`src/logic/hbm_write_pkg.sv`:
```
`default_nettype none

package hbm_write_pkg;

    ////////////////////
    // address and length widths
    ////////////////////

    // HBM byte address, 8 GB space
    typedef logic [32:0]  hbm_addr_t;
    // host byte address
    typedef logic [63:0]  dma_addr_t;
    typedef logic [31:0]  byte_len_t;
    // a byte length counted in 64-byte bursts
    typedef logic [25:0]  burst_cnt_t;
    // channel field in the top bits of an A address
    typedef logic [4:0]   channel_t;

    ////////////////////
    // data widths
    ////////////////////

    typedef logic [511:0] dma_word_t;
    typedef logic [255:0] hbm_beat_t;

    ////////////////////
    // constants
    ////////////////////

    localparam int unsigned ENGINE_NUM      = 8;
    localparam int unsigned BURST_BYTES     = 64;
    localparam int unsigned BURST_SHIFT     = 6;
    localparam int unsigned BEATS_PER_BURST = 2;
    localparam int unsigned CHANNEL_LSB     = 28;
    localparam int unsigned BUF_DEPTH       = 16;

    // job sequencer states
    typedef enum logic [2:0] {
        IDLE,
        CMD_B,
        RUN_B,
        CMD_A,
        RUN_A,
        FINISH
    } ctrl_state_t;

    typedef enum logic {
        ADDR_IDLE,
        ADDR_RUN
    } addr_state_t;

endpackage

`default_nettype wire

```
`src/logic/hbm_addr_gen.sv`:
```
`timescale 1ns/1ps
`default_nettype none

module hbm_addr_gen (
    input  wire                            hbm_clk,
    input  wire                            hbm_aresetn,
    input  wire                            addr_load,
    input  wire                            addr_phase_a,
    input  wire hbm_write_pkg::hbm_addr_t  addr_base,
    input  wire hbm_write_pkg::burst_cnt_t addr_bursts,
    input  wire hbm_write_pkg::burst_cnt_t block_bursts,
    input  wire hbm_write_pkg::hbm_addr_t  stride,
    output logic                           awvalid,
    output hbm_write_pkg::hbm_addr_t       awaddr,
    input  wire                            awready,
    output logic                           addr_finished
);
    import hbm_write_pkg::*;

    addr_state_t state;
    logic        phase_a;
    burst_cnt_t  remaining;
    burst_cnt_t  blk_len;
    burst_cnt_t  blk_idx;
    channel_t    chan;
    hbm_addr_t   pass_base;
    hbm_addr_t   offs;
    hbm_addr_t   stride_r;
    hbm_addr_t   chan_field;
    logic        aw_fire;
    logic        blk_end;

    assign awvalid = (state == ADDR_RUN);
    assign aw_fire = awvalid && awready;

    // only the striped layout wraps into the next channel
    assign blk_end    = phase_a && (blk_idx == burst_cnt_t'(blk_len - 1'b1));
    assign chan_field = phase_a ? (hbm_addr_t'(chan) << CHANNEL_LSB) : hbm_addr_t'(0);
    assign awaddr     = chan_field + pass_base + offs;

    always_ff @(posedge hbm_clk) begin
        if (!hbm_aresetn) begin
            state         <= ADDR_IDLE;
            addr_finished <= 1'b0;
        end else begin
            addr_finished <= 1'b0;
            if ((state == ADDR_IDLE) && addr_load) begin
                state <= ADDR_RUN;
            end else if (aw_fire && (remaining == burst_cnt_t'(1))) begin
                state         <= ADDR_IDLE;
                addr_finished <= 1'b1;
            end
        end
    end

    ////////////////////
    // burst walk
    ////////////////////

    always_ff @(posedge hbm_clk) begin
        if (addr_load) begin
            phase_a   <= addr_phase_a;
            remaining <= addr_bursts;
            blk_len   <= block_bursts;
            stride_r  <= stride;
            blk_idx   <= '0;
            chan      <= '0;
            pass_base <= addr_base;
            offs      <= '0;
        end else if (aw_fire) begin
            remaining <= remaining - 1'b1;
            if (blk_end) begin
                blk_idx <= '0;
                offs    <= '0;
                // pass base moves on after the last channel
                if (chan == channel_t'(ENGINE_NUM - 1)) begin
                    chan      <= '0;
                    pass_base <= pass_base + stride_r;
                end else begin
                    chan <= chan + 1'b1;
                end
            end else begin
                blk_idx <= blk_idx + 1'b1;
                offs    <= offs + hbm_addr_t'(BURST_BYTES);
            end
        end
    end

    a_aw_hold: assert property (@(posedge hbm_clk) disable iff (!hbm_aresetn)
        (awvalid && !awready) |=> (awvalid && $stable(awaddr)))
        else $error("write address changed while stalled");

endmodule

`default_nettype wire

```
`config.mk`:
```
export PLATFORM = sky130hd
export DESIGN_NAME = hbm_addr_gen
export DESIGN_NICKNAME = d
export VERILOG_FILES = /design/src/logic/hbm_write_pkg.sv /design/src/logic/hbm_addr_gen.sv
export SDC_FILE = /design/constraint.sdc
export NUM_CORES = 1
export LEC_CHECK = 0
export ABC_CLOCK_PERIOD_IN_PS = 4800
export BUFFER_PORTS_ARGS = -buffer_cell sky130_fd_sc_hd__buf_2
export CORE_MARGIN = 10
export CORE_UTILIZATION = 59
export DETAILED_ROUTE_END_ITERATION = 10
export PLACE_DENSITY = 0.89
export SLEW_MARGIN = 20
export SYNTH_ARGS = -nofsm -noshare
export SYNTH_HDL_FRONTEND = slang
export SYNTH_SLANG_ARGS = --single-unit
```
`constraint.sdc`:
```
create_clock -name hbm_clk -period 4.8 [get_ports hbm_clk]
set_clock_uncertainty 0.05 [all_clocks]
set_input_delay 0.72 -clock hbm_clk [delete_from_list [all_inputs] [get_ports hbm_clk]]
set_output_delay 0.72 -clock hbm_clk [all_outputs]
set_load 0.02 [all_outputs]
```
==> flow_summary.yaml <==
run_status:
  status: "finished, final reports clean"
route:
  post_drt_wl_per_cell_um: 17.4
  drc: 0
  drtPass1Iterations: 6
  drt_iter0_drc: 717
  vias: 9576
  drt-total-wl_um: 28000
  routed_via_density: 5.96
  ant_nets: 0
synthesis:
  netlist_area_sq_mm: 0.0115
  ys_warn_count: 0
  ys_ff_latch: 179
  synth_nets: 1406
  synth_ff_type: "edfxtp_1"
  synth_area_leaders: "edfxtp_1, dfxtp_1, ha_1, xnor2_1, xor2_1"
  avgSynthCellArea_sq_um: 9.64
  yosys.cell_types.count: 69
  seq_area_frac_synth_pct: 41.6
  synth_top_area_share_pct: 31.1
  synth_most_common_cell: "nand2_1"
  async_flop_share_pct: 0
  synth_largest_area_cell: "edfxtp_1"
  synth_edf_count: 119
  syn_inst: 1192
  synth_common_cells: "nand2_1, edfxtp_1, nor2_1, ha_1, xnor2_1"
worst_setup_path:
  crit_start: "pass_base[10]"
  path_buf_inv: 1
  critical_path.top_delay_family: "compound AO/OA/AOI/OAI gates"
  r2r_slack_ps: 580
  timing.rr.start: "blk_len[0]"
  path_max_fanout: 5
  slowest_stage: "edfxtp_1"
  critPathArrivalTime_ps: 3820
  crit_chain: "ha_1 > ha_1 > a21o_1 > a221oi_2 > a21oi_1 > a21oi_2 > o2bb2ai_1 > a221oi_1 > nor2b_1 > xnor2_1 > buf_2"
  path_class: "reg -> out"
  setup.worst_path.end_class: "output port"
  cpMostUsedCell: "ha_1"
  crit_required_ps: 4030
  critPathMaxStageDelay_ps: 420
  cp-start-kind: "flip-flop"
clock_network:
  cts_made_buffers: 17
  hold_buffers: 0
  clkSinkCount: 179
  cts_tree: "yes"
  clk_latency_ps: 440
  cts_root_buffer: "clkbuf_16"
  post_cts_buffers: 0
  clk_pin_slew_ps: 80
  htree_levels: 4
  clockBufferDepth: 2
die:
  io_pins: 158
  die_w_um: 160
  core_sq_mm: 0.0190
  start_util_pct: 60.6
  die_y_um: 160
  rows: 50
  die_area_sq_mm: 0.0255
final_layout:
  final_util_pct: 69.0
  post_route_cells_drive_above_1_share_pct: 16.0
  final_cell_area_sq_mm: 0.0131
  fin_nets: 1549
  area_growth_syn_to_layout_pct: 13.9
  seq_area_sq_mm: 0.00477
  diodes: 0
  fillers: 1413
  multi_input_comb_area_sq_mm: 0.00647
worst_hold_path:
  hold_start: "stride[12]"
  hold_class: "in -> reg"
timing:
  finalHoldViolCount: 0
  fin_setup_tns_ps: 0
  finalCritPeriodShare_pct: 95.6
  worst_slew_pin_slew_ps: 1020
  slew_headroom_pct: 31.6
  maxSlewViolCount: 0
  hold_slack_ps: 399
  min_period_ps: 4590
  grt_setup_unrepaired: "false"
  max_freq_ghz: 0.218
  setup_violations: 0
power:
  p_total_mw: 4.25
  leakagePower_nw: 5.32
  peakVddDrop_v: 0.000255
  power_density_mw_per_mm2: 325
global_routing:
  grtUsageTotal_pct: 21.2
  grt-ovfl-total: 0
  grt_antenna_before_repair: 2
  grt_pass1_wl_um: 45300
  grt_pass1_vias: 9355
  grt_max_degree: 115
placement:
  place.gp.congestion: 0.940
  place_area_sq_mm: 0.0125
  dp_hpwl_um: 20900
  portBuffers: 157
flow_run:
  drv_cap: 0
[where the power goes]
group	switching, mW	total (mW)	internal (mW)
logic	0.557	0.955	0.397
registers	0.0920	1.87	1.78
clock network	0.630	1.42	0.787
[flip-flops by register name, summed over array words and instances, names as in the netlist]
name and flops:
remaining 26, stride_r 33, blk_len 26, awvalid 1
offs 27, blk_idx 26, phase_a 1, pass_base 33
chan 5, addr_finished 1
[cells in the final DEF (no fill, tap or decap), types with 35 or more instances in the layout]
cell,instances
buf_2,156
nand2_1,120
edfxtp_1,119
nor2_1,108
ha_1,86
xnor2_1,85
o21ai_0,75
xor2_1,69
dfxtp_1,60
nand3_1,45
a21oi_1,42
nor3_1,37
a21o_1,35
[path summary, 6_finish.rpt]
check                                      to  depth (start not counted)
worst max register to register  pass_base[21]                         11
worst max-delay path               awaddr[29]                         11
worst min register to register     blk_idx[1]                          2
worst min-delay path             stride_r[12]                          1
[logic make-up after synthesis]
group | after synthesis | share of synthesized area [%]
buffers and inverters | 63 | 2.21
flip-flops | 179 | 41.6
AND/OR/NAND/NOR | 451 | 19.6
AO/OA/AOI/OAI | 244 | 13.7
other | 1 | 0.0326
XOR/XNOR | 154 | 11.7
adder cells (fa/ha/maj) | 91 | 10.2
multiplexers | 9 | 0.860
[what timing repair did]
item | CTS | global route
hold endpoints to repair | 0 | 0
setup endpoints to repair | 3 | 5
pin swaps | 0 | 0
resized for setup | 1 | 1
[per-layer routing]
| layer | wire (um) | part of all wire [%] | vias to the layer above | track usage (%) |
|---|---|---|---|---|
| li1 | - | - | 4666 | - |
| met1 | 11600 | 42 | 4484 | 26.4 |
| met2 | 13500 | 48 | 354 | 35.0 |
| met3 | 2140 | 7.6 | 68 | 5.47 |
| met4 | 711 | 2.5 | 4 | 6.87 |
| met5 | 23 | 0.082 | - | 0 |
[cell type report]
| class | count | share of cell area, % |
|---|---|---|
| multi-input cells | 950 | 49.5 |
| repair buffers | 161 | 6.28 |
| inverters | 26 | 0.746 |
| well taps | 260 | 2.49 |
| clock buffers | 18 | 3.36 |
| clock inverters | 14 | 1.17 |
| flip-flops and latches | 179 | 36.5 |
[stage by stage]
stage | instances | setup slack, ps
2_1_floorplan | 1192 | 653
3_3_place_gp | 1576 | 592
3_5_place_dp | 1576 | 467
4_1_cts | 1608 | 65.3
5_1_grt | 1608 | 27.6
6_report | 1608 | 210
Power figures use the tool's default switching activity.
