### src/logic/hbm_write_pkg.sv
`default_nettype none

package hbm_write_pkg;

    ////////////////////
    // address and length widths
    ////////////////////

    // HBM byte address, 8 GB space
    typedef logic [32:0]  hbm_addr_t;
    // host byte address
    typedef logic [63:0]  dma_addr_t;
    typedef logic [31:0]  byte_len_t;
    // a byte length counted in 64-byte bursts
    typedef logic [25:0]  burst_cnt_t;
    // channel field in the top bits of an A address
    typedef logic [4:0]   channel_t;

    ////////////////////
    // data widths
    ////////////////////

    typedef logic [511:0] dma_word_t;
    typedef logic [255:0] hbm_beat_t;

    ////////////////////
    // constants
    ////////////////////

    localparam int unsigned ENGINE_NUM      = 8;
    localparam int unsigned BURST_BYTES     = 64;
    localparam int unsigned BURST_SHIFT     = 6;
    localparam int unsigned BEATS_PER_BURST = 2;
    localparam int unsigned CHANNEL_LSB     = 28;
    localparam int unsigned BUF_DEPTH       = 16;

    // job sequencer states
    typedef enum logic [2:0] {
        IDLE,
        CMD_B,
        RUN_B,
        CMD_A,
        RUN_A,
        FINISH
    } ctrl_state_t;

    typedef enum logic {
        ADDR_IDLE,
        ADDR_RUN
    } addr_state_t;

endpackage

`default_nettype wire

### src/logic/hbm_beat_splitter.sv
`timescale 1ns/1ps
`default_nettype none

module hbm_beat_splitter (
    input  wire                           hbm_clk,
    input  wire                           hbm_aresetn,
    input  wire                           word_valid,
    input  wire hbm_write_pkg::dma_word_t word,
    output logic                          word_ready,
    output logic                          wvalid,
    output hbm_write_pkg::hbm_beat_t      wdata,
    output logic                          wlast,
    input  wire                           wready,
    output logic                          burst_done
);
    import hbm_write_pkg::*;

    dma_word_t word_r;
    logic      busy;
    logic      beat;
    logic      w_fire;
    logic      last_fire;

    assign wvalid    = busy;
    assign wlast     = (beat == 1'(BEATS_PER_BURST - 1));
    assign w_fire    = wvalid && wready;
    assign last_fire = w_fire && wlast;

    // low half first, then the high half
    assign wdata = word_r[beat * $bits(hbm_beat_t) +: $bits(hbm_beat_t)];

    // next word taken in the same cycle as the last beat goes out
    assign word_ready = !busy || last_fire;

    always_ff @(posedge hbm_clk) begin
        if (word_valid && word_ready) begin
            word_r <= word;
        end
    end

    ////////////////////
    // beat sequencing
    ////////////////////

    always_ff @(posedge hbm_clk) begin
        if (!hbm_aresetn) begin
            busy       <= 1'b0;
            beat       <= 1'b0;
            burst_done <= 1'b0;
        end else begin
            burst_done <= last_fire;
            if (word_valid && word_ready) begin
                busy <= 1'b1;
                beat <= 1'b0;
            end else if (last_fire) begin
                busy <= 1'b0;
                beat <= 1'b0;
            end else if (w_fire) begin
                beat <= beat + 1'b1;
            end
        end
    end

    a_w_hold: assert property (@(posedge hbm_clk) disable iff (!hbm_aresetn)
        (wvalid && !wready) |=> (wvalid && $stable(wdata) && $stable(wlast)))
        else $error("write beat changed while stalled");

endmodule

`default_nettype wire

### config.mk
export PLATFORM = sky130hd
export DESIGN_NAME = hbm_beat_splitter
export DESIGN_NICKNAME = d
export VERILOG_FILES = /design/src/logic/hbm_write_pkg.sv /design/src/logic/hbm_beat_splitter.sv
export SDC_FILE = /design/constraint.sdc
export NUM_CORES = 1
export LEC_CHECK = 0
export CAP_MARGIN = 20
export CORE_AREA = 2 2 305 307
export DETAILED_ROUTE_END_ITERATION = 7
export DIE_AREA = 0 0 307 309
export DONT_BUFFER_PORTS = 1
export SYNTH_ARGS = -nofsm -noshare
export SYNTH_HDL_FRONTEND = slang
export SYNTH_SLANG_ARGS = --single-unit
### constraint.sdc
create_clock -name hbm_clk -period 34.6 [get_ports hbm_clk]
set_clock_uncertainty 0.05 [all_clocks]
set_input_delay 5.19 -clock hbm_clk [delete_from_list [all_inputs] [get_ports hbm_clk]]
set_output_delay 5.19 -clock hbm_clk [all_outputs]
set_load 0.02 [all_outputs]
==> results of run 1 <==
[area by class of cell]
cell class	count	area (µm²)
clock inverters	27	237.7
clock buffers	68	1404
fillers	9290	69730
repair buffers	11	82.58
multi-input cells	267	2993
well taps	1186	1484
diodes	5	12.51
inverters	1	3.754
flip-flops and latches	515	15440
[cells by family after synthesis]
logic type,synth area share
multiplexers,0.1561
AND/OR/NAND/NOR,0.002273
AO/OA/AOI/OAI,0.001204
flip-flops,0.8248
buffers and inverters,0.01565
[per-layer routing]
metal	wire length, µm	global-route usage	up-vias	part of all wire
li1	-	-	3331	-
met1	12780	0.06780	3795	0.29
met2	23920	0.1601	545	0.55
met3	5297	0.04357	106	0.12
met4	1724	0.04016	8	0.039
met5	54	0	-	0.0012
[worst max path at each step]
stage                 from    endpoint  slack, ns
floorplan           wready   word_r[0]       5.48
global placement    wready  word_ready      23.44
detailed placement  wready  word_ready      23.48
CTS                 wready  word_ready      23.48
global route        wready  word_ready      23.42
finish              wready  word_ready      23.47
[metrics by stage]
| step | hold slack, ns | util |
|---|---|---|
| after floorplan | 0.4925 | - |
| after global placement | 0.6103 | 0.2189 |
| after detailed placement | 0.6086 | 0.2189 |
| after CTS | 0.6189 | 0.2368 |
| after global routing | 0.6365 | 0.2369 |
| final | 0.6108 | 0.2370 |
[state kept, by name, indices dropped and copies added, names as in the netlist]
| register | cells |
|---|---|
| word_r | 512 |
| wvalid | 1 |
| burst_done | 1 |
| wlast | 1 |
[cell usage after synthesis (all sizes together)]
| cell type | instances |
|---|---|
| buf | 29 |
| dfxtp | 3 |
| nand4b | 1 |
| edfxtp | 512 |
| nand2 | 3 |
| o21a | 1 |
| and2 | 1 |
| a21boi | 1 |
| nor2 | 1 |
| nor2b | 2 |
| o31ai | 1 |
| inv | 1 |
| mux2 | 256 |
[power by group]
part	internal, mW	switching [mW]
combinational	0.0262	0.0679
clock	0.309	0.234
sequential	0.732	0.0116
==> results by group, run 1 <==
STA
  – Final slew viol count: 0
  – RSZ-0062 raised after global routing: false
  – Worst-Margin Slew: 1.069 ns
  – Minimum clock period: 11.13 ns
  – Setup_tns: 0 ns
  – Post-layout worst setup margin: 23.47 ns
  – Final Hold Viols: 0
  – # setup viols final: 0
  – Crit share post-route: 0.3218
  – Slew HR: 0.2874
  – Achievable clock frequency: 89.82 MHz

Power
  – Pwr Density: 63.75 nW/µm²
  – Leak: 6.752 nW
  – Power, Total: 1.381 mW
  – VDD IR max: 42.38 µV

Global routing
  – Largest net degree at the start of global routing: 87
  – Vias in the first global route: 7,867
  – Gr ovfl total: 0
  – Global-route wire length before repair: 56,240 µm
  – Antenna violations before repair: 17
  – Tot GR Track Use: 0.08298

Route
  – Via count: 7,785
  – Vias per cell: 3.743
  – Drt total wl: 43,770 µm
  – First-iteration detailed-routing DRC count: 675
  – DR pass1 iterations: 4
  – Antenna-violating nets left: 0
  – DRC viols: 0
  – DR WL/cell: 21.04 µm

Final layout
  – Most frequent cells in the layout: edfxtp_1 (512), mux2_2 (246), clkbuf_16 (54)
  – Layout cell share with drive strength beyond 1: 0.3836
  – Finished Layout Cells: 2,080
  – Layout area overhead: 15.73%
  – Final nets: 1,366
  – Design Area, Final: 21,660 µm²
  – Commonest non-fill, non-tap cell in the layout: edfxtp_1

Synthesis
  – Yosys top cell area share: 0.8216
  – Area leader, netlist: edfxtp_1
  – Yosys warns: 0
  – Mapped Cells: 812
  – Post-synthesis sequential area ratio: 0.8248
  – Mapped Area: 18,710 µm²
  – Cell variety after synth: 15
  – Top cells by area, synth: edfxtp_1 (82%), mux2_2 (15%), buf_6 (1.4%), mux2_4 (0.80%), dfxtp_1 (0.32%)
  – Synthesized Nets: 1,328
  – Syn Area/Cell: 23.05 µm²
  – FF+latch count, synth: 515

Clocking
  – H-tree Lvls: 2
  – Clk_lat worst skew: 0.62 ns
  – Setup Fix Bufs, Post-CTS: 0
  – Max clock buf depth: 3
  – Clk sinks: 515
  – Worst-path clk slew: 0.06 ns
  – Resized cells post-CTS: 0
  – CTS root buf: clkbuf_16
  – # hold bufs at CTS: 0
  – Total CTS buffers: 54
  – CTS tree: done

Hold path
  – Critical hold path startpoint: wvalid
  – Worst min path class: flip-flop to flip-flop
  – Hold depth: 2
  – Hold endpoint: burst_done

Die
  – Initial Utilization: 0.2048
  – Die Width: 307 µm
  – Die ar.: 94,860 µm²
  – Core area: 91,390 µm²
  – # IOs: 776
  – Die Y: 309 µm
  – Rows: 111

Setup path
  – FF-to-FF End: word_r[94]
  – Crit path depth: 2
  – CP max stage delay: 0.46 ns
  – Buffers & Inverters on Critical Path: 1
  – Crit path cell chain: a21boi_0 > inv_1
  – CP max stage cell: a21boi_0
  – Crit path capture type: output port
  – Cell family with most CP delay: compound AO/OA/AOI/OAI gates
  – R2r worst-path depth: 6
  – Worst r2r src: wlast
  – Required @ worst endpoint: 29.36 ns
  – Setup CP Type: input pin to output port
  – Max FO, Critical Path: 4
  – Critical Path Start Type: input pin
  – Crit path DAT: 5.89 ns
  – Reg2Reg Setup Slack: 29.32 ns

Place
  – Worst slack, placed: 23.48 ns
  – DP Area: 20,000 µm²
  – PortBufs: 0
  – DP HPWL: 32,170 µm
  – Placed Instances: 1,980
  – Final GP Congestion: 0.7652

Job
  – Max-cap violation count: 0

Outcome
  – Status: completed
Power figures use the tool's default switching activity.
==> run 2: changes to the inputs <==
- clock period: 34.6 -> 9.8 ns (I/O delays scaled with it)
==> results by group, run 2 (same netlist as run 1, synthesis figures left out) <==
Place
  – PortBufs: 0
  – Final GP Congestion: 0.8540
  – Worst slack, placed: 5.894 ns
  – DP HPWL: 33,410 µm

Global routing
  – Vias in the first global route: 8,005
  – Antenna violations before repair: 9
  – Gr ovfl total: 0
  – Largest net degree at the start of global routing: 177
  – Global-route wire length before repair: 59,060 µm
  – Tot GR Track Use: 0.08739

Outcome
  – Status: completed

STA
  – Setup_tns: 0 ns
  – Hold_ws: 0.5974 ns
  – Minimum clock period: 4.548 ns
  – Worst-Margin Slew: 1.109 ns
  – Final slew viol count: 0
  – Final Hold Viols: 0
  – Post-layout worst setup margin: 5.252 ns
  – Slew HR: 0.2608
  – # setup viols final: 0
  – Crit share post-route: 0.4641
  – Achievable clock frequency: 219.9 MHz
  – RSZ-0062 raised after global routing: false

Setup path
  – Crit path cell chain: buf_4 > mux2_2
  – Critical Path Start Type: flip-flop
  – Setup CP Type: flip-flop to output port
  – Max FO, Critical Path: 79
  – CP max stage delay: 0.87 ns
  – Cell family with most CP delay: buffers and inverters
  – Crit path DAT: 3.03 ns
  – Buffers & Inverters on Critical Path: 1
  – Reg2Reg Setup Slack: 6.26 ns
  – Crit path capture type: output port
  – CP max stage cell: buf_4
  – Required @ worst endpoint: 8.28 ns

Power
  – VDD IR max: 144.1 µV
  – Int Power: 3.779 mW
  – Net Sw Power: 1.109 mW
  – Gate power share: 0.068
  – Sw Ratio: 0.2270
  – Pwr Density: 225.3 nW/µm²
  – Leak: 6.737 nW
  – Power, Total: 4.888 mW
  – Clock power share: 0.393
  – Reg power frac: 0.539

Final layout
  – Most frequent cells in the layout: edfxtp_1 (512), mux2_2 (246), clkbuf_16 (55)
  – Largest register FFs: 512
  – Util after Layout: 0.2374
  – Most flop-heavy register: word_r
  – Layout cell share with drive strength beyond 1: 0.3833
  – Commonest non-fill, non-tap cell in the layout: edfxtp_1
  – Layout area overhead: 15.91%
  – Final nets: 1,361
  – Fillers: 9,327

Clocking
  – Worst-path clk slew: 0.07 ns
  – Setup Fix Bufs, Post-CTS: 0
  – Resized cells post-CTS: 0
  – # hold bufs at CTS: 0
  – Total CTS buffers: 53
  – CTS root buf: clkbuf_16
  – H-tree Lvls: 2
  – Clk_lat worst skew: 0.61 ns
  – Clk sinks: 515
  – Max clock buf depth: 3
  – CTS tree: done

Route
  – DR pass1 iterations: 4
  – First-iteration detailed-routing DRC count: 801
  – DRC viols: 0
  – Via count: 7,742
  – Antenna-violating nets left: 0
  – Drt total wl: 45,490 µm
  – Vias per cell: 3.727
  – DR WL/cell: 21.90 µm

Die
  – Initial Utilization: 0.2048
  – Die Width: 307 µm
  – # IOs: 776
  – Rows: 111
  – Die Y: 309 µm
  – Die ar.: 94,860 µm²
  – Core area: 91,390 µm²

Hold path
  – Worst min path class: flip-flop to flip-flop

Job
  – Max-cap violation count: 0
run 2: per-stage QoR:
step	instances	area, µm²
4_1_cts	2073	21680
3_3_place_gp	1976	20020
2_1_floorplan	812	18720
6_report	2077	21690
5_1_grt	2076	21690
3_5_place_dp	1976	20020
run 2: cell type report:
| class | count | area [µm²] | share of cell area |
|---|---|---|---|
| diodes | 4 | 10.01 | 0.0004615 |
| multi-input cells | 267 | 2993 | 0.1380 |
| inverters | 1 | 3.754 | 0.0001731 |
| clock inverters | 32 | 245.2 | 0.01131 |
| well taps | 1186 | 1484 | 0.06841 |
| flip-flops and latches | 515 | 15440 | 0.7118 |
| clock buffers | 65 | 1414 | 0.06518 |
| repair buffers | 7 | 102.6 | 0.004730 |
run 2: worst reg2reg max path, stage by stage (launching register included):
cell and delay (ns):
dfxtp_4 0.85, a21boi_0 0.39, nor2b_4 0.26, buf_12 0.58, buf_4 0.99
run 2: worst paths after layout:
kind / start / to / depth (start not counted)
setup / recovery: wlast / wdata[142] / 2
hold / removal: wvalid / burst_done / 2
setup reg to reg: wlast / word_r[51] / 4
hold reg to reg: wvalid / burst_done / 2
run 2: metal layers:
metal	GRT usage	vias to the layer above	share of wire
met5	0	-	0.00075
met4	0.04538	4	0.037
met3	0.04357	81	0.11
met2	0.1612	517	0.54
met1	0.07779	3825	0.31
li1	-	3315	-
run 2: power groups by stage:
stage	Sequential (mW)	Clock (mW)	Combinational, mW
floorplan	2.68	0	0.293
CTS	2.63	1.99	0.342
detailed placement	2.68	0	0.340
global route	2.64	2.06	0.354
finish	2.63	1.92	0.334
global placement	2.67	0	0.337
