File: config.mk
export PLATFORM = sky130hd
export DESIGN_NAME = hbm_write_ctrl
export DESIGN_NICKNAME = d
export VERILOG_FILES = /design/src/logic/hbm_write_pkg.sv /design/src/logic/hbm_write_ctrl.sv
export SDC_FILE = /design/constraint.sdc
export NUM_CORES = 1
export LEC_CHECK = 0
export ABC_CLOCK_PERIOD_IN_PS = 22600
export BUFFER_PORTS_ARGS = -buffer_cell sky130_fd_sc_hd__clkbuf_2
export CAP_MARGIN = 5
export CORE_AREA = 2 2 200 202
export DETAILED_ROUTE_END_ITERATION = 7
export DIE_AREA = 0 0 202 204
export PLACE_DENSITY = 0.66
export SLEW_MARGIN = 25
export SYNTH_ARGS = -nofsm -noshare
export SYNTH_HDL_FRONTEND = slang
export SYNTH_SLANG_ARGS = --single-unit
export TNS_END_PERCENT = 10
File: constraint.sdc
create_clock -name hbm_clk -period 22.6 [get_ports hbm_clk]
set_clock_uncertainty 0.1 [all_clocks]
set_input_delay 2.26 -clock hbm_clk [delete_from_list [all_inputs] [get_ports hbm_clk]]
set_output_delay 2.26 -clock hbm_clk [all_outputs]
set_load 0.02 [all_outputs]
File: src/logic/hbm_write_pkg.sv
`default_nettype none

package hbm_write_pkg;

    ////////////////////
    // address and length widths
    ////////////////////

    // HBM byte address, 8 GB space
    typedef logic [32:0]  hbm_addr_t;
    // host byte address
    typedef logic [63:0]  dma_addr_t;
    typedef logic [31:0]  byte_len_t;
    // a byte length counted in 64-byte bursts
    typedef logic [25:0]  burst_cnt_t;
    // channel field in the top bits of an A address
    typedef logic [4:0]   channel_t;

    ////////////////////
    // data widths
    ////////////////////

    typedef logic [511:0] dma_word_t;
    typedef logic [255:0] hbm_beat_t;

    ////////////////////
    // constants
    ////////////////////

    localparam int unsigned ENGINE_NUM      = 8;
    localparam int unsigned BURST_BYTES     = 64;
    localparam int unsigned BURST_SHIFT     = 6;
    localparam int unsigned BEATS_PER_BURST = 2;
    localparam int unsigned CHANNEL_LSB     = 28;
    localparam int unsigned BUF_DEPTH       = 16;

    // job sequencer states
    typedef enum logic [2:0] {
        IDLE,
        CMD_B,
        RUN_B,
        CMD_A,
        RUN_A,
        FINISH
    } ctrl_state_t;

    typedef enum logic {
        ADDR_IDLE,
        ADDR_RUN
    } addr_state_t;

endpackage

`default_nettype wire

File: src/logic/hbm_write_ctrl.sv
`timescale 1ns/1ps
`default_nettype none

module hbm_write_ctrl (
    input  wire                        hbm_clk,
    input  wire                        hbm_aresetn,
    input  wire                        start,
    input  wire hbm_write_pkg::dma_addr_t  dma_addr_a,
    input  wire hbm_write_pkg::dma_addr_t  dma_addr_b,
    input  wire hbm_write_pkg::byte_len_t  data_a_length,
    input  wire hbm_write_pkg::byte_len_t  data_b_length,
    input  wire hbm_write_pkg::hbm_addr_t  hbm_addr_b,
    input  wire hbm_write_pkg::burst_cnt_t a_block_bursts,
    input  wire hbm_write_pkg::hbm_addr_t  a_stride,
    output logic                       dma_cmd_valid,
    output hbm_write_pkg::dma_addr_t   dma_cmd_address,
    output hbm_write_pkg::byte_len_t   dma_cmd_length,
    input  wire                        dma_cmd_ready,
    output logic                       addr_load,
    output logic                       addr_phase_a,
    output hbm_write_pkg::hbm_addr_t   addr_base,
    output hbm_write_pkg::burst_cnt_t  addr_bursts,
    output hbm_write_pkg::burst_cnt_t  block_bursts,
    output hbm_write_pkg::hbm_addr_t   stride,
    input  wire                        addr_finished,
    input  wire                        burst_done,
    output logic                       write_done
);
    import hbm_write_pkg::*;

    ctrl_state_t state;
    dma_addr_t   job_a_addr;
    byte_len_t   job_a_len;
    hbm_addr_t   job_hbm_b;
    burst_cnt_t  total_bursts;
    burst_cnt_t  bursts_seen;
    burst_cnt_t  bursts_next;
    logic        cmd_fire;
    logic        data_all;

    assign dma_cmd_valid = (state == CMD_B) || (state == CMD_A);
    assign cmd_fire      = dma_cmd_valid && dma_cmd_ready;

    // data side is complete once the count including this pulse hits the total
    assign bursts_next = bursts_seen + burst_cnt_t'(burst_done);
    assign data_all    = (bursts_next == total_bursts);

    ////////////////////
    // job and command registers
    ////////////////////

    always_ff @(posedge hbm_clk) begin
        if ((state == IDLE) && start) begin
            job_a_addr      <= dma_addr_a;
            job_a_len       <= data_a_length;
            job_hbm_b       <= hbm_addr_b;
            block_bursts    <= a_block_bursts;
            stride          <= a_stride;
            dma_cmd_address <= dma_addr_b;
            dma_cmd_length  <= data_b_length;
            total_bursts    <= burst_cnt_t'((data_a_length >> BURST_SHIFT) +
                                            (data_b_length >> BURST_SHIFT));
        end else if ((state == RUN_B) && addr_finished) begin
            dma_cmd_address <= job_a_addr;
            dma_cmd_length  <= job_a_len;
        end

        // address generator setup follows the accepted command
        if (cmd_fire) begin
            addr_phase_a <= (state == CMD_A);
            addr_base    <= (state == CMD_A) ? hbm_addr_t'(0) : job_hbm_b;
            addr_bursts  <= burst_cnt_t'(dma_cmd_length >> BURST_SHIFT);
        end
    end

    ////////////////////
    // sequencer
    ////////////////////

    always_ff @(posedge hbm_clk) begin
        if (!hbm_aresetn) begin
            state       <= IDLE;
            addr_load   <= 1'b0;
            write_done  <= 1'b0;
            bursts_seen <= '0;
        end else begin
            addr_load   <= cmd_fire;
            write_done  <= 1'b0;
            bursts_seen <= bursts_next;
            case (state)
                IDLE: begin
                    if (start) begin
                        state       <= CMD_B;
                        bursts_seen <= '0;
                    end
                end
                CMD_B: begin
                    if (cmd_fire) begin
                        state <= RUN_B;
                    end
                end
                RUN_B: begin
                    if (addr_finished) begin
                        state <= CMD_A;
                    end
                end
                CMD_A: begin
                    if (cmd_fire) begin
                        state <= RUN_A;
                    end
                end
                RUN_A: begin
                    // addresses done, data may still be draining
                    if (addr_finished && data_all) begin
                        write_done <= 1'b1;
                        state      <= IDLE;
                    end else if (addr_finished) begin
                        state <= FINISH;
                    end
                end
                FINISH: begin
                    if (data_all) begin
                        write_done <= 1'b1;
                        state      <= IDLE;
                    end
                end
                default: begin
                    state <= IDLE;
                end
            endcase
        end
    end

    a_len_aligned: assert property (@(posedge hbm_clk) disable iff (!hbm_aresetn)
        ((state == IDLE) && start) |->
            ((data_a_length[BURST_SHIFT-1:0] == '0) && (data_b_length[BURST_SHIFT-1:0] == '0)))
        else $error("job length is not a whole number of bursts");

    a_cmd_hold: assert property (@(posedge hbm_clk) disable iff (!hbm_aresetn)
        (dma_cmd_valid && !dma_cmd_ready) |=>
            (dma_cmd_valid && $stable(dma_cmd_address) && $stable(dma_cmd_length)))
        else $error("DMA command changed while stalled");

endmodule

`default_nettype wire

==> flow_results.org, run 1 <==
** STA
- Slew margin rel. :: around a third
- Peak clock frequency supported by timing :: 0.217 GHz
- For the pin with the worst max-slew slack, the measured transition is 1.02 ns.
- The worst path in the final design needs a cycle of 4.61 ns, including I/O delays and setup.
- Setup Viol. Count Final :: 0
- The number of max-slew violations in the final report came to 0.
- Setup repair after global routing left no endpoint under its margin.
- Final cycle utilization of the critical path :: 20.4%
- The final number of hold-violating endpoints was 0.
- In the final timing run, aggregate negative setup slack is 0 ns.

** Cells and area
- Filler cell count :: 3324
- Final non-filler cell total :: approximately 2200
- In the final layout, the share of cells above drive strength 1 is 35.3%.
- Across the whole layout, storage elements account for 11700 µm².
- Layout area overhead :: 29.3%
- The net count of the finished layout is between 1500 and 2000.
- In the final layout, the multi-input gates occupy 3860 µm².

** Logic synthesis
- Most numerous cell types in the synthesized netlist :: 370 x sky130_fd_sc_hd__edfxtp_1, 315 x sky130_fd_sc_hd__nand2_1, 57 x sky130_fd_sc_hd__nor2_1, 44 x sky130_fd_sc_hd__xnor2_1, 33 x sky130_fd_sc_hd__and2_1
- Post-synth EDFFs :: between 300 and 400
- Leading cell types by total area after synthesis :: sky130_fd_sc_hd__edfxtp_1 70%, sky130_fd_sc_hd__nand2_1 7.5%, sky130_fd_sc_hd__dfxtp_1 3.9%
- Counting every net in the synthesized netlist gives 1456.
- Library cells used by synthesis :: 65
- sky130_fd_sc_hd__edfxtp_1 takes more of the synthesized area than any other cell.
- A synthesized cell averages between 10 and 15 µm².
- Seq/Total Area, Yosys :: 74.3%
- The share of synthesized area in the top cell type comes to between 70% and 80%.
- Cell count after synthesis :: 1137
- Flip-flop and latch count after synthesis :: ~400
- Dominant register cell in the synthesized netlist :: sky130_fd_sc_hd__edfxtp_1
- Cell with the most instances after synthesis :: sky130_fd_sc_hd__edfxtp_1
- Post-synthesis instance area :: 15800 µm²
- Synthesis Warnings :: 0
- For this run, asynchronously set or reset flops after synthesis account for 0%.

** Power and ir drop
- Worst-case vdd ir drop :: 67.2 µV
- Pleak :: ~0.0085 µW
- In this run the power density over the cells is 94.1 nW/µm².

** CTS
- The number of gates resized after CTS was 0.
- Post-CTS Setup Inserts :: 0
- Root buffer selected by CTS :: sky130_fd_sc_hd__clkbuf_16
- For the worst-skew pair, the clock arrives at the later sink with an insertion delay of between 0.5 and 0.6 ns.
- Counting along the longest clock path gives a buffer depth of 3.
- In this run, CTS created clock tree buffers numbering 44.
- Hold repair after CTS inserted 0 buffers.
- TritonCTS built the clock tree.
- Number of levels in the clock H-tree :: 2
- Clock-pin slew on the worst setup and hold paths :: 0.06 ns
- Num Clock Sinks :: between 400 and 500

** Critical path
- Traced cell by cell, the critical path runs through clkbuf_2 -> ha_1 -> nand3_1 -> or2_1 -> or4_4 -> a32o_1 -> nor4_2 -> nand4_1 -> nor4_2 -> o2111a_1.
- Highest-delay cell along the critical path :: sky130_fd_sc_hd__or4_4
- The startpoint identified for the worst register-to-register timing path is state[2].
- At the worst endpoint, the arrival time is 5.01 ns.
- In this run the worst path has a maximum fanout of 10.
- Worst Setup Path Type :: primary input to flop
- In this run the register-to-register setup slack is ~19 ns.
- Critical path capture point type :: flop
- The most critical setup path has its startpoint at burst_done.
- Among cell families on the critical path, the largest total delay comes from simple AND/OR/NAND/NOR gates.
- Worst path required time :: 23.00 ns
- Dominant cell type by count on the critical path :: sky130_fd_sc_hd__nor4_2
- Element type at the critical path start :: primary input
- In this design, the stage delay of the slowest critical-path cell is 0.49 ns.
- Counting both buffers and inverters, the worst setup path holds a total of 1.

** Detailed routing
- Drt drc :: 0
- Antenna-violating nets left :: 0
- The routed design has around 41 mm of wire.
- In this run, the number of DRC markers left after iteration 0 of detailed routing was around 610.
- In the final routed layout, each cell accounts on average for 18.3 µm.
- Routed vias/inst :: around 4.7
- The first detailed-routing pass ran for 5 iterations.
- The routed layout has roughly 11000 vias.

** Status
- The flow ran to the end, and the final reports show no timing, DRC or antenna violations.

** Job
- Across the run, the number of max-cap violations was 0.

** Global routing
- The number of global-route vias before repair is 10400.
- GR Util All Layers :: between 10% and 20%
- Global-route wire length before repair :: between 60 and 70 mm
- Entering global routing, the biggest net connects 136 pins.
- For this run the aggregate overflow at the end of global routing stands at 0.
- Antenna violations before repair :: 3

** Floorplan
- The floorplan step set the die height to 204 µm.
- The initial utilization of the core area, before any placement, comes to 40.3%.
- Die boundary width :: 202 µm
- Site Rows :: 73
- In this run the standard cell core region covers just under 40000 µm².
- In this run the count of I/O pins placed on the die edge is 508.
- The die covers 41200 µm².

** Worst hold path
- The path class of the tightest hold or removal check is flop to flop.
- Launch instance of the worst min-delay path :: dma_cmd_length[15]

** Placed design
- Final estimated routing congestion in global placement :: about 0.88
- In this run, placement finished with an instance count of 2138.
- Port bufs :: approximately 510
- Half-perimeter wire length of the detailed placement result :: 29.9 mm
[cell families after synthesis]
group,count (synthesis),share of synthesized area [%]
AND/OR/NAND/NOR,492,13.7
flip-flops,401,74.3
AO/OA/AOI/OAI,86,3.66
XOR/XNOR,74,4.37
buffers and inverters,51,1.28
adder cells (fa/ha/maj),29,2.35
multiplexers,4,0.270
[metrics by stage]
stage / util (%) / hold slack (ns) / worst slack, ns / cell area (µm²) / power [µW]
after detailed placement: 48.2 / 0.336 / 17.27 / 18900 / 1210
after global placement: 48.2 / 0.336 / 17.31 / 18900 / 1200
after global routing: 52.0 / 0.364 / 17.73 / 20400 / 1990
after CTS: 52.0 / 0.354 / 17.86 / 20400 / 1940
final: 52.1 / 0.344 / 17.99 / 20400 / 1920
after floorplan: - / 0.391 / 12.88 / 15800 / 1110
[per-layer routing]
| metal | GRT usage (%) | wire, µm | vias to the layer above |
|---|---|---|---|
| li1 | - | - | 5100 |
| met1 | 23.4 | 16000 | 4946 |
| met2 | 32.4 | 20300 | 398 |
| met3 | 6.36 | 3200 | 69 |
| met4 | 5.91 | 1020 | 6 |
| met5 | 0 | 44 | - |
[state kept, by name (all words and copies together), names as in the netlist]
name and flops:
addr_base 33, addr_bursts 26, addr_load 1, addr_phase_a 1
block_bursts 26, bursts_seen 26, dma_cmd_address 64, dma_cmd_length 32
job_a_addr 64, job_a_len 32, job_hbm_b 33, state 3
stride 33, total_bursts 26, write_done 1
[area by class of cell]
cell class,count,area share [%]
clock buffer,52,5.91
multi-input combinational,685,18.9
tap,525,3.22
antenna,2,0.0245
clock inverter,28,1.42
sequential,401,57.5
inverter,14,0.294
timing repair buffer,513,12.7
[power by group]
group	total (µW)	internal, µW	switching [µW]
clock	731	440	291
sequential	932	907	24.3
combinational	256	83.3	173
total	1920	1430	488
[final timing paths]
| path | end | depth (start not counted) |
|---|---|---|
| min reg2reg | addr_bursts[9] | 0 |
| max | write_done | 10 |
| max reg2reg | job_a_addr[27] | 3 |
| min | addr_bursts[9] | 0 |
[placed cells by master, fill, tap and decap left out, types with 5 or more instances in the layout]
| cell type | n |
|---|---|
| sky130_fd_sc_hd__o21ai_0 | 20 |
| sky130_fd_sc_hd__clkbuf_2 | 507 |
| sky130_fd_sc_hd__buf_4 | 5 |
| sky130_fd_sc_hd__clkinv_2 | 9 |
| sky130_fd_sc_hd__edfxtp_1 | 370 |
| sky130_fd_sc_hd__ha_1 | 28 |
| sky130_fd_sc_hd__a21oi_1 | 17 |
| sky130_fd_sc_hd__nand4_1 | 9 |
| sky130_fd_sc_hd__inv_1 | 13 |
| sky130_fd_sc_hd__bufinv_16 | 5 |
| sky130_fd_sc_hd__xnor2_1 | 44 |
| sky130_fd_sc_hd__and3_1 | 7 |
| sky130_fd_sc_hd__clkinv_1 | 7 |
| sky130_fd_sc_hd__xor2_1 | 27 |
| sky130_fd_sc_hd__nor2b_1 | 11 |
| sky130_fd_sc_hd__nor2_1 | 56 |
| sky130_fd_sc_hd__o211ai_1 | 7 |
| sky130_fd_sc_hd__dfxtp_1 | 31 |
| sky130_fd_sc_hd__and2_1 | 33 |
| sky130_fd_sc_hd__nand3_1 | 20 |
| sky130_fd_sc_hd__nor3_1 | 10 |
| sky130_fd_sc_hd__clkbuf_16 | 47 |
| sky130_fd_sc_hd__nand2_1 | 315 |
| sky130_fd_sc_hd__a21o_1 | 5 |
No activity file was read; power rests on OpenSTA's default activity.
==> inputs of run 2 (changes only) <==
--- a/config.mk
+++ b/config.mk
@@ -5,13 +5,13 @@
 export SDC_FILE = /design/constraint.sdc
 export NUM_CORES = 1
 export LEC_CHECK = 0
-export ABC_CLOCK_PERIOD_IN_PS = 22600
+export ABC_CLOCK_PERIOD_IN_PS = 3990
 export BUFFER_PORTS_ARGS = -buffer_cell sky130_fd_sc_hd__clkbuf_2
 export CAP_MARGIN = 5
 export CORE_AREA = 2 2 200 202
 export DETAILED_ROUTE_END_ITERATION = 7
 export DIE_AREA = 0 0 202 204
-export PLACE_DENSITY = 0.66
+export PLACE_DENSITY = 0.68
 export SLEW_MARGIN = 25
 export SYNTH_ARGS = -nofsm -noshare
 export SYNTH_HDL_FRONTEND = slang
==> constraint.sdc (replaced) <==
create_clock -name hbm_clk -period 3.99 [get_ports hbm_clk]
set_clock_uncertainty 0.1 [all_clocks]
set_input_delay 0.399 -clock hbm_clk [delete_from_list [all_inputs] [get_ports hbm_clk]]
set_output_delay 0.399 -clock hbm_clk [all_outputs]
set_load 0.02 [all_outputs]
==> run 2 against run 1 <==
Worst hold slack got worse by 0.31 ns. Sequential power grew to 5.7 times the previous value. Sequential cell count unchanged. Critical path depth rose by 3. Worst setup slack got worse by 17 ns. Register-to-register slack lost 18 ns. Final area increased by 11%. Count of clock-buffer cells in the layout up 8. Critical path type unchanged. Die area is the same. Core utilization up 5.7 points. Critical endpoint is now total_bursts[24]. Clock power grew to 5.2 times the previous value.
==> flow_results.org, run 2 (same netlist as run 1, synthesis figures left out) <==
** Detailed routing
- Routed vias/inst :: 4.82
- Initial DRC count :: 650
- The first TritonRoute pass finished after 6 iterations.
- Routed wire length per instance :: 18.8 µm
- The detailed router placed about 12000 vias in this run.
- Summed over all layers, the routed wires come to 46.0 mm.
- Antenna-violating nets left :: 0
- In the routed design, unresolved DRC markers number 0.

** Placed design
- Once detailed placement completed, the half-perimeter wirelength came to 30.2 mm.
- Once placement finished, the instance area stood at between 15000 and 20000 µm².
- Port bufs :: a little over 500
- The number of placed instances, taps included, is 2144.
- Final estimated routing congestion in global placement :: 0.874

** Floorplan
- In this run the vertical extent of the chip is 204 µm.
- Top-level port count :: between 500 and 600
- The floorplan step defined a die boundary enclosing 41200 µm².
- Die boundary width :: between 200 and 250 µm
- Once the floorplan was initialized, standard cells occupied roughly 40% of the core.
- Core Area :: 39200 µm²
- Site Rows :: between 70 and 80

** Global routing
- The first global-routing pass estimated 68.0 mm of wire.
- Antenna violations before repair :: 2
- Entering global routing, the biggest net connects 85 pins.
- Via count of the first global-routing pass :: 12300
- Sum of overflow across all layers after global routing :: 0
- GR Util All Layers :: 21.6%

** CTS
- Resized cells post-CTS :: 0
- Num Clock Sinks :: 401
- The clock reaches the later pin of the worst-skew pair after 0.55 ns.
- Post-CTS Setup Inserts :: 0
- TritonCTS built the clock tree.
- Inserted Clock Buffers :: 42
- Clock-pin slew on the worst setup and hold paths :: 0.06 ns
- CTS Buffer Depth :: 3
- In this run the number of H-tree levels came out at 2.
- Hold repair after CTS inserted 234 buffers.
- Clock tree synthesis selected as its root buffer the cell sky130_fd_sc_hd__clkbuf_16.

** Critical path
- Critical path buffer and inverter count :: 3
- Max incr delay on CP :: 0.54 ns
- Worst Setup Path Type :: primary input to flop
- Highest fanout seen on the critical path :: 3
- Critical path capture point type :: flop
- Highest-delay cell along the critical path :: sky130_fd_sc_hd__dlygate4sd3_1
- At the worst endpoint, the required time is between 4 and 5 ns.
- STA classifies the critical path startpoint as a primary input.
- Walking the worst path, the cells encountered are dlygate4sd3_1 -> clkbuf_2 -> ha_1 -> inv_1 -> fa_1 -> nor2b_1 -> o31a_1 -> o211ai_1 -> a31o_2 -> nor3_1 -> o41a_1 -> o41ai_1 -> xnor2_1.
- Among cell families on the critical path, the largest total delay comes from compound AO/OA/AOI/OAI gates.
- Data arrival time of the critical path :: 3.35 ns

** Cells and area
- In the layout the commonest cells are 507 x sky130_fd_sc_hd__clkbuf_2, 370 x sky130_fd_sc_hd__edfxtp_1, 315 x sky130_fd_sc_hd__nand2_1.
- For this run, the post-layout net count is 2216.
- Final non-filler cell total :: between 2000 and 2500
- Layout area overhead :: 43.5%
- Most common cell after layout, fill and taps aside :: sky130_fd_sc_hd__clkbuf_2
- Ratio of cells with drive above 1 in the final layout :: between 30% and 40%
- Largest registers :: dma_cmd_address x64, job_a_addr x64
- Summing all non-filler instances in the final layout gives an area of 22600 µm².

** STA
- Setup repair after global routing left no endpoint under its margin.
- After layout, the worst path uses 79.4% of the clock period.
- Slew Viols, Final :: 0
- Slew margin rel. :: 33.7%
- Setup violations remaining at the end of the flow were counted as 0.
- Final hold slack :: 0.0299 ns
- Final setup TNS :: 0 ns
- At the pin with the least slew margin, the transition time is 0.995 ns.
- Peak clock frequency supported by timing :: 0.316 GHz
- The worst path needs 3.17 ns of the cycle, external delays included.
- The final number of hold-violating endpoints was 0.

** Status
- Status :: finished, final reports clean

** Power and ir drop
- Worst-case vdd ir drop :: roughly 390 µV
- Total power divided by cell area :: about 480 nW/µm²
- Total Power :: 10800 µW
- Pleak :: 0.00946 µW

** Worst hold path
- Worst hold path type :: primary input to flop

** Job
- Max-cap violations in this run came to 0.
## run 2: changes by cell type in the layout (fill, tap and decap cells not counted), moves of 2 or more
cell and change:
sky130_fd_sc_hd__buf_4 +4, sky130_fd_sc_hd__clkbuf_16 -5, sky130_fd_sc_hd__buf_12 +3, sky130_fd_sc_hd__clkbuf_1 +12, sky130_fd_sc_hd__clkinv_2 -8, sky130_fd_sc_hd__clkinvlp_4 -2
sky130_fd_sc_hd__dlygate4sd3_1 +234
## run 2: final timing paths
check	start	end	slack, ns	cells past startpoint
hold / removal	dma_addr_b[7]	dma_cmd_address[7]	0.03	3
setup / recovery	data_a_length[6]	total_bursts[24]	0.82	13
setup reg to reg	bursts_seen[9]	write_done	0.89	8
hold reg to reg	dma_cmd_length[24]	addr_bursts[18]	0.35	0
## run 2: stage by stage
step	setup WS, ns	utilization (%)
after floorplan	-0.546	-
after global routing	0.677	57.8
after detailed placement	0.752	48.4
final	0.822	57.8
after CTS	0.836	57.8
after global placement	0.857	48.4
## run 2: final cells by class
cell class	count	area (µm²)
Antenna cell	2	5.00
Clock buffer	60	1140
Clock inverter	13	171
Fill cell	3004	16500
Inverter	14	60.1
Multi-Input combinational cell	685	3870
Sequential cell	401	11700
Tap cell	525	657
Timing Repair Buffer	753	5010
## run 2: power breakdown
| part | switching [µW] | internal [µW] |
|---|---|---|
| logic | 1060 | 640 |
| registers | 149 | 5140 |
| clock network | 1570 | 2240 |
## run 2: worst min-delay path, cell delays in order
cell	delay, ns
sky130_fd_sc_hd__clkbuf_2	0.07
sky130_fd_sc_hd__nand2_1	0.04
sky130_fd_sc_hd__nand2_1	0.06
## run 2: per-layer routing
metal,GRT usage (%),share of wire [%],vias up
met5,0,0,-
met4,9.80,4.0,0
met3,5.39,7.5,101
met2,37.8,51,517
met1,25.2,38,5623
li1,-,-,5571
==> inputs of run 3 (changes only) <==
--- a/config.mk
+++ b/config.mk
@@ -5,7 +5,7 @@
 export SDC_FILE = /design/constraint.sdc
 export NUM_CORES = 1
 export LEC_CHECK = 0
-export ABC_CLOCK_PERIOD_IN_PS = 3990
+export ABC_CLOCK_PERIOD_IN_PS = 2900
 export BUFFER_PORTS_ARGS = -buffer_cell sky130_fd_sc_hd__clkbuf_2
 export CAP_MARGIN = 5
 export CORE_AREA = 2 2 200 202
==> constraint.sdc (replaced) <==
create_clock -name hbm_clk -period 2.9 [get_ports hbm_clk]
set_clock_uncertainty 0.1 [all_clocks]
set_input_delay 0.29 -clock hbm_clk [delete_from_list [all_inputs] [get_ports hbm_clk]]
set_output_delay 0.29 -clock hbm_clk [all_outputs]
set_load 0.02 [all_outputs]
==> run 3 against run 2 <==
Non-clock buffer count up 80. Final area rose by 3.6%. Critical path depth down 2. Worst hold slack improved by 0.012 ns. Via count rose by 4.7%. Combinational power up 46%. Register-to-register slack worse by 0.74 ns. Total power rose by 38%. First-iteration DRC count is 32% higher. Clock power up 34%. Sequential share of layout area fell by 1.8 points. Count of clock-buffer cells in the layout shrank 9. Critical path type unchanged.
==> flow_results.org, run 3 (same netlist as run 1, synthesis figures left out) <==
** Global routing
- Antenna violations before repair :: 0
- GR Util All Layers :: 22.7%
- Entering global routing, the biggest net connects 69 pins.
- Via count of the first global-routing pass :: 12800
- Global-route wire length before repair :: about 72 mm
- Sum of overflow across all layers after global routing :: 0

** Critical path
- Number of cells traversed by the worst register-to-register path :: 9
- The worst setup path is captured at a flop.
- Worst setup path startpoint :: data_b_length[8]
- Endpoint of the worst-slack reg-to-reg timing path :: write_done
- Following the worst setup path forward leads to its endpoint at total_bursts[24].
- Register-to-register setup slack :: 0.15 ns
- Data arrival time of the critical path :: between 3 and 4 ns
- Element type at the critical path start :: primary input
- Crit-path leading delay family :: compound AO/OA/AOI/OAI gates
- Worst Setup Path Type :: primary input to flop
- Critical path buffer and inverter count :: 2
- Counting buffers and inverters, the worst setup path is 11 cells deep.
- Highest-delay cell along the critical path :: sky130_fd_sc_hd__dlygate4sd3_1
- Max incr delay on CP :: between 0.5 and 0.6 ns
- Of all nets on the critical path, the largest fanout is 2.
- For the worst setup path, the data required time is 3.11 ns.
- The worst register-to-register path begins at bursts_seen[0].
- The signal on the critical path passes through dlygate4sd3_1 -> clkbuf_2 -> ha_1 -> nor2b_1 -> o31a_1 -> o211ai_1 -> a31o_2 -> nor3_1 -> o41a_1 -> o41ai_2 -> xnor2_1.

** Power and ir drop
- Net switching power figure :: a little over 4000 µW
- Worst-case vdd ir drop :: 575 µV
- Power spread over the standard cell area amounts to approximately 630 nW/µm².
- In this run switching power makes up 27.1% of total power.
- Internal power summed over all cells :: 10800 µW
- The share of total power dissipated in the clock network is 34.4%.
- Share of total power in combinational logic :: 16.7%
- Pleak :: 0.00984 µW
- Sequential group share of total power :: 48.9%

** Floorplan
- Effective utilization at floorplan :: between 40 and 50%
- In this run the standard cell core region covers 39200 µm².
- In this run the count of I/O pins placed on the die edge is approximately 510.
- Die area :: between 40000 and 50000 µm²
- The die is 204 µm tall.
- The die is 202 µm wide.
- Site Rows :: 73

** CTS
- In this run the post-CTS setup repair buffer count came out at 0.
- Clock tree from TritonCTS :: built
- In this run the deepest clock path goes through 3 buffers.
- Clock latency on the worst-skew pair, taken at its later pin, is 0.57 ns.
- The H-tree was split into 2 levels.
- Buffers inserted during clock tree synthesis total 44.
- After clock tree synthesis, the clock-pin slew on the worst setup and hold paths is 0.06 ns.
- The tree is rooted in a sky130_fd_sc_hd__clkbuf_16.
- CTS saw 401 sinks.

** STA
- Slew at the pin with the worst max-slew slack :: 0.865 ns
- Setup Viol. Count Final :: 0
- Peak clock frequency supported by timing :: 0.348 GHz
- The clock period could shrink to 2.87 ns.
- Setup repair after global routing could not meet its margin everywhere.
- Worst setup slack after layout :: 0.0270 ns
- Of the available clock period, the critical path in the final layout requires 99.1%.
- Slew Viols, Final :: 0
- Final setup TNS :: 0 ns
- In this run the tightest slew margin relative to its limit is 42.2%.
- The final number of hold-violating endpoints came to 0.

** Detailed routing
- The first TritonRoute pass finished after 7 iterations.
- Routed wire length per instance :: roughly 19 µm
- Met1 WL :: 18.1 mm
- Wire length on met2 :: about 24 mm
- In the routed design, unresolved DRC markers number 0.
- In the detailed route, the total length drawn on met3 is 3.57 mm.
- The detailed router placed 12400 vias in this run.
- After detailed routing, the total wire length is 47.9 mm.
- Antenna-violating nets left :: 0
- Routed signal wires occupy layers up through met4.
- Routed vias/inst :: 4.87
- Initial DRC count :: 855

** Cells and area
- Most common cell after layout, fill and taps aside :: sky130_fd_sc_hd__clkbuf_2
- Post-layout nets :: 2298
- Ratio of cells with drive above 1 in the final layout :: approximately 31%
- Final non-filler cell area :: 23400 µm²
- Post-layout util :: 59.8%
- Layout area overhead :: 48.6%
- Filler cell count :: 2894
- Largest registers :: dma_cmd_address x64, job_a_addr x64
- Top library cells by usage in the layout, fill and taps aside :: 507 x sky130_fd_sc_hd__clkbuf_2, 370 x sky130_fd_sc_hd__edfxtp_1, 315 x sky130_fd_sc_hd__nand2_1

** Placed design
- Half-perimeter wire length of the detailed placement result :: 30.6 mm
- Worst setup timing slack at the placement stage :: -0.0954 ns
- The placed instances occupy a cell area of a little under 20000 µm².
- Final estimated routing congestion in global placement :: 0.865
- Port bufs :: 507

** Job
- The tool flagged a number of max-cap violations equal to 0.

** Status
- Status :: finished, final reports clean

** Worst hold path
- Worst hold path type :: primary input to flop
-- run 3: worst register-to-register path: cells and delay by family, from the launching register on --
kind,cells,cell delay (ns)
flip-flops,1,0.33
AO/OA/AOI/OAI,2,0.47
AND/OR/NAND/NOR,6,1.63
adder cells (fa/ha/maj),1,0.15
-- run 3: power by group through the flow --
| stage | combinational [µW] | clock [µW] | sequential, µW |
|---|---|---|---|
| 2_1_floorplan | 809 | 0 | 7760 |
| 3_3_place_gp | 2080 | 0 | 7350 |
| 3_5_place_dp | 2110 | 0 | 7370 |
| 4_1_cts | 2440 | 5200 | 7250 |
| 5_1_grt | 2670 | 5410 | 7320 |
| 6_report | 2480 | 5120 | 7280 |
-- run 3: what timing repair did --
item / 4_1_cts / 5_1_grt
hold endpoints to repair: 291 / 0
hold buffers: 287 / 0
gates resized for setup: 0 / 9
endpoints found under the setup margin: 0 / 7
-- run 3: layout make-up --
cell class	instances	area (µm²)	area share, %
multi-input combinational	685	3900	16.6
clock inverter	27	178	0.758
antenna	1	2.50	0.0107
tap	525	657	2.80
inverter	14	65.1	0.277
timing repair buffer	833	5780	24.6
clock buffer	51	1130	4.81
sequential	401	11700	50.1
-- run 3: worst min-delay path by stage --
stage | start | endpoint | slack [ns] | depth (start not counted)
after floorplan | a_block_bursts[0] | block_bursts[0] | 0.29 | 0
after global placement | dma_cmd_length[31] | addr_bursts[25] | 0.33 | 0
after detailed placement | dma_cmd_length[31] | addr_bursts[25] | 0.34 | 0
after CTS | burst_done | bursts_seen[0] | 0.004 | 3
after global routing | burst_done | bursts_seen[0] | 0.06 | 3
final | burst_done | bursts_seen[0] | 0.04 | 3
-- run 3: metal layers --
metal  up-vias  GRT usage (%)
met5         -              0
met4         0           10.9
met3       131           4.97
met2       625           39.2
met1      5856           26.9
li1       5752              -
-- run 3: per-stage QoR --
| stage | power (µW) | hold WS (ns) | cells |
|---|---|---|---|
| finish | 14900 | 0.0414 | 2537 |
| global route | 15400 | 0.0584 | 2536 |
| CTS | 14900 | 0.00370 | 2536 |
| detailed placement | 9480 | 0.337 | 2171 |
| global placement | 9440 | 0.334 | 2171 |
| floorplan | 8570 | 0.289 | 1137 |
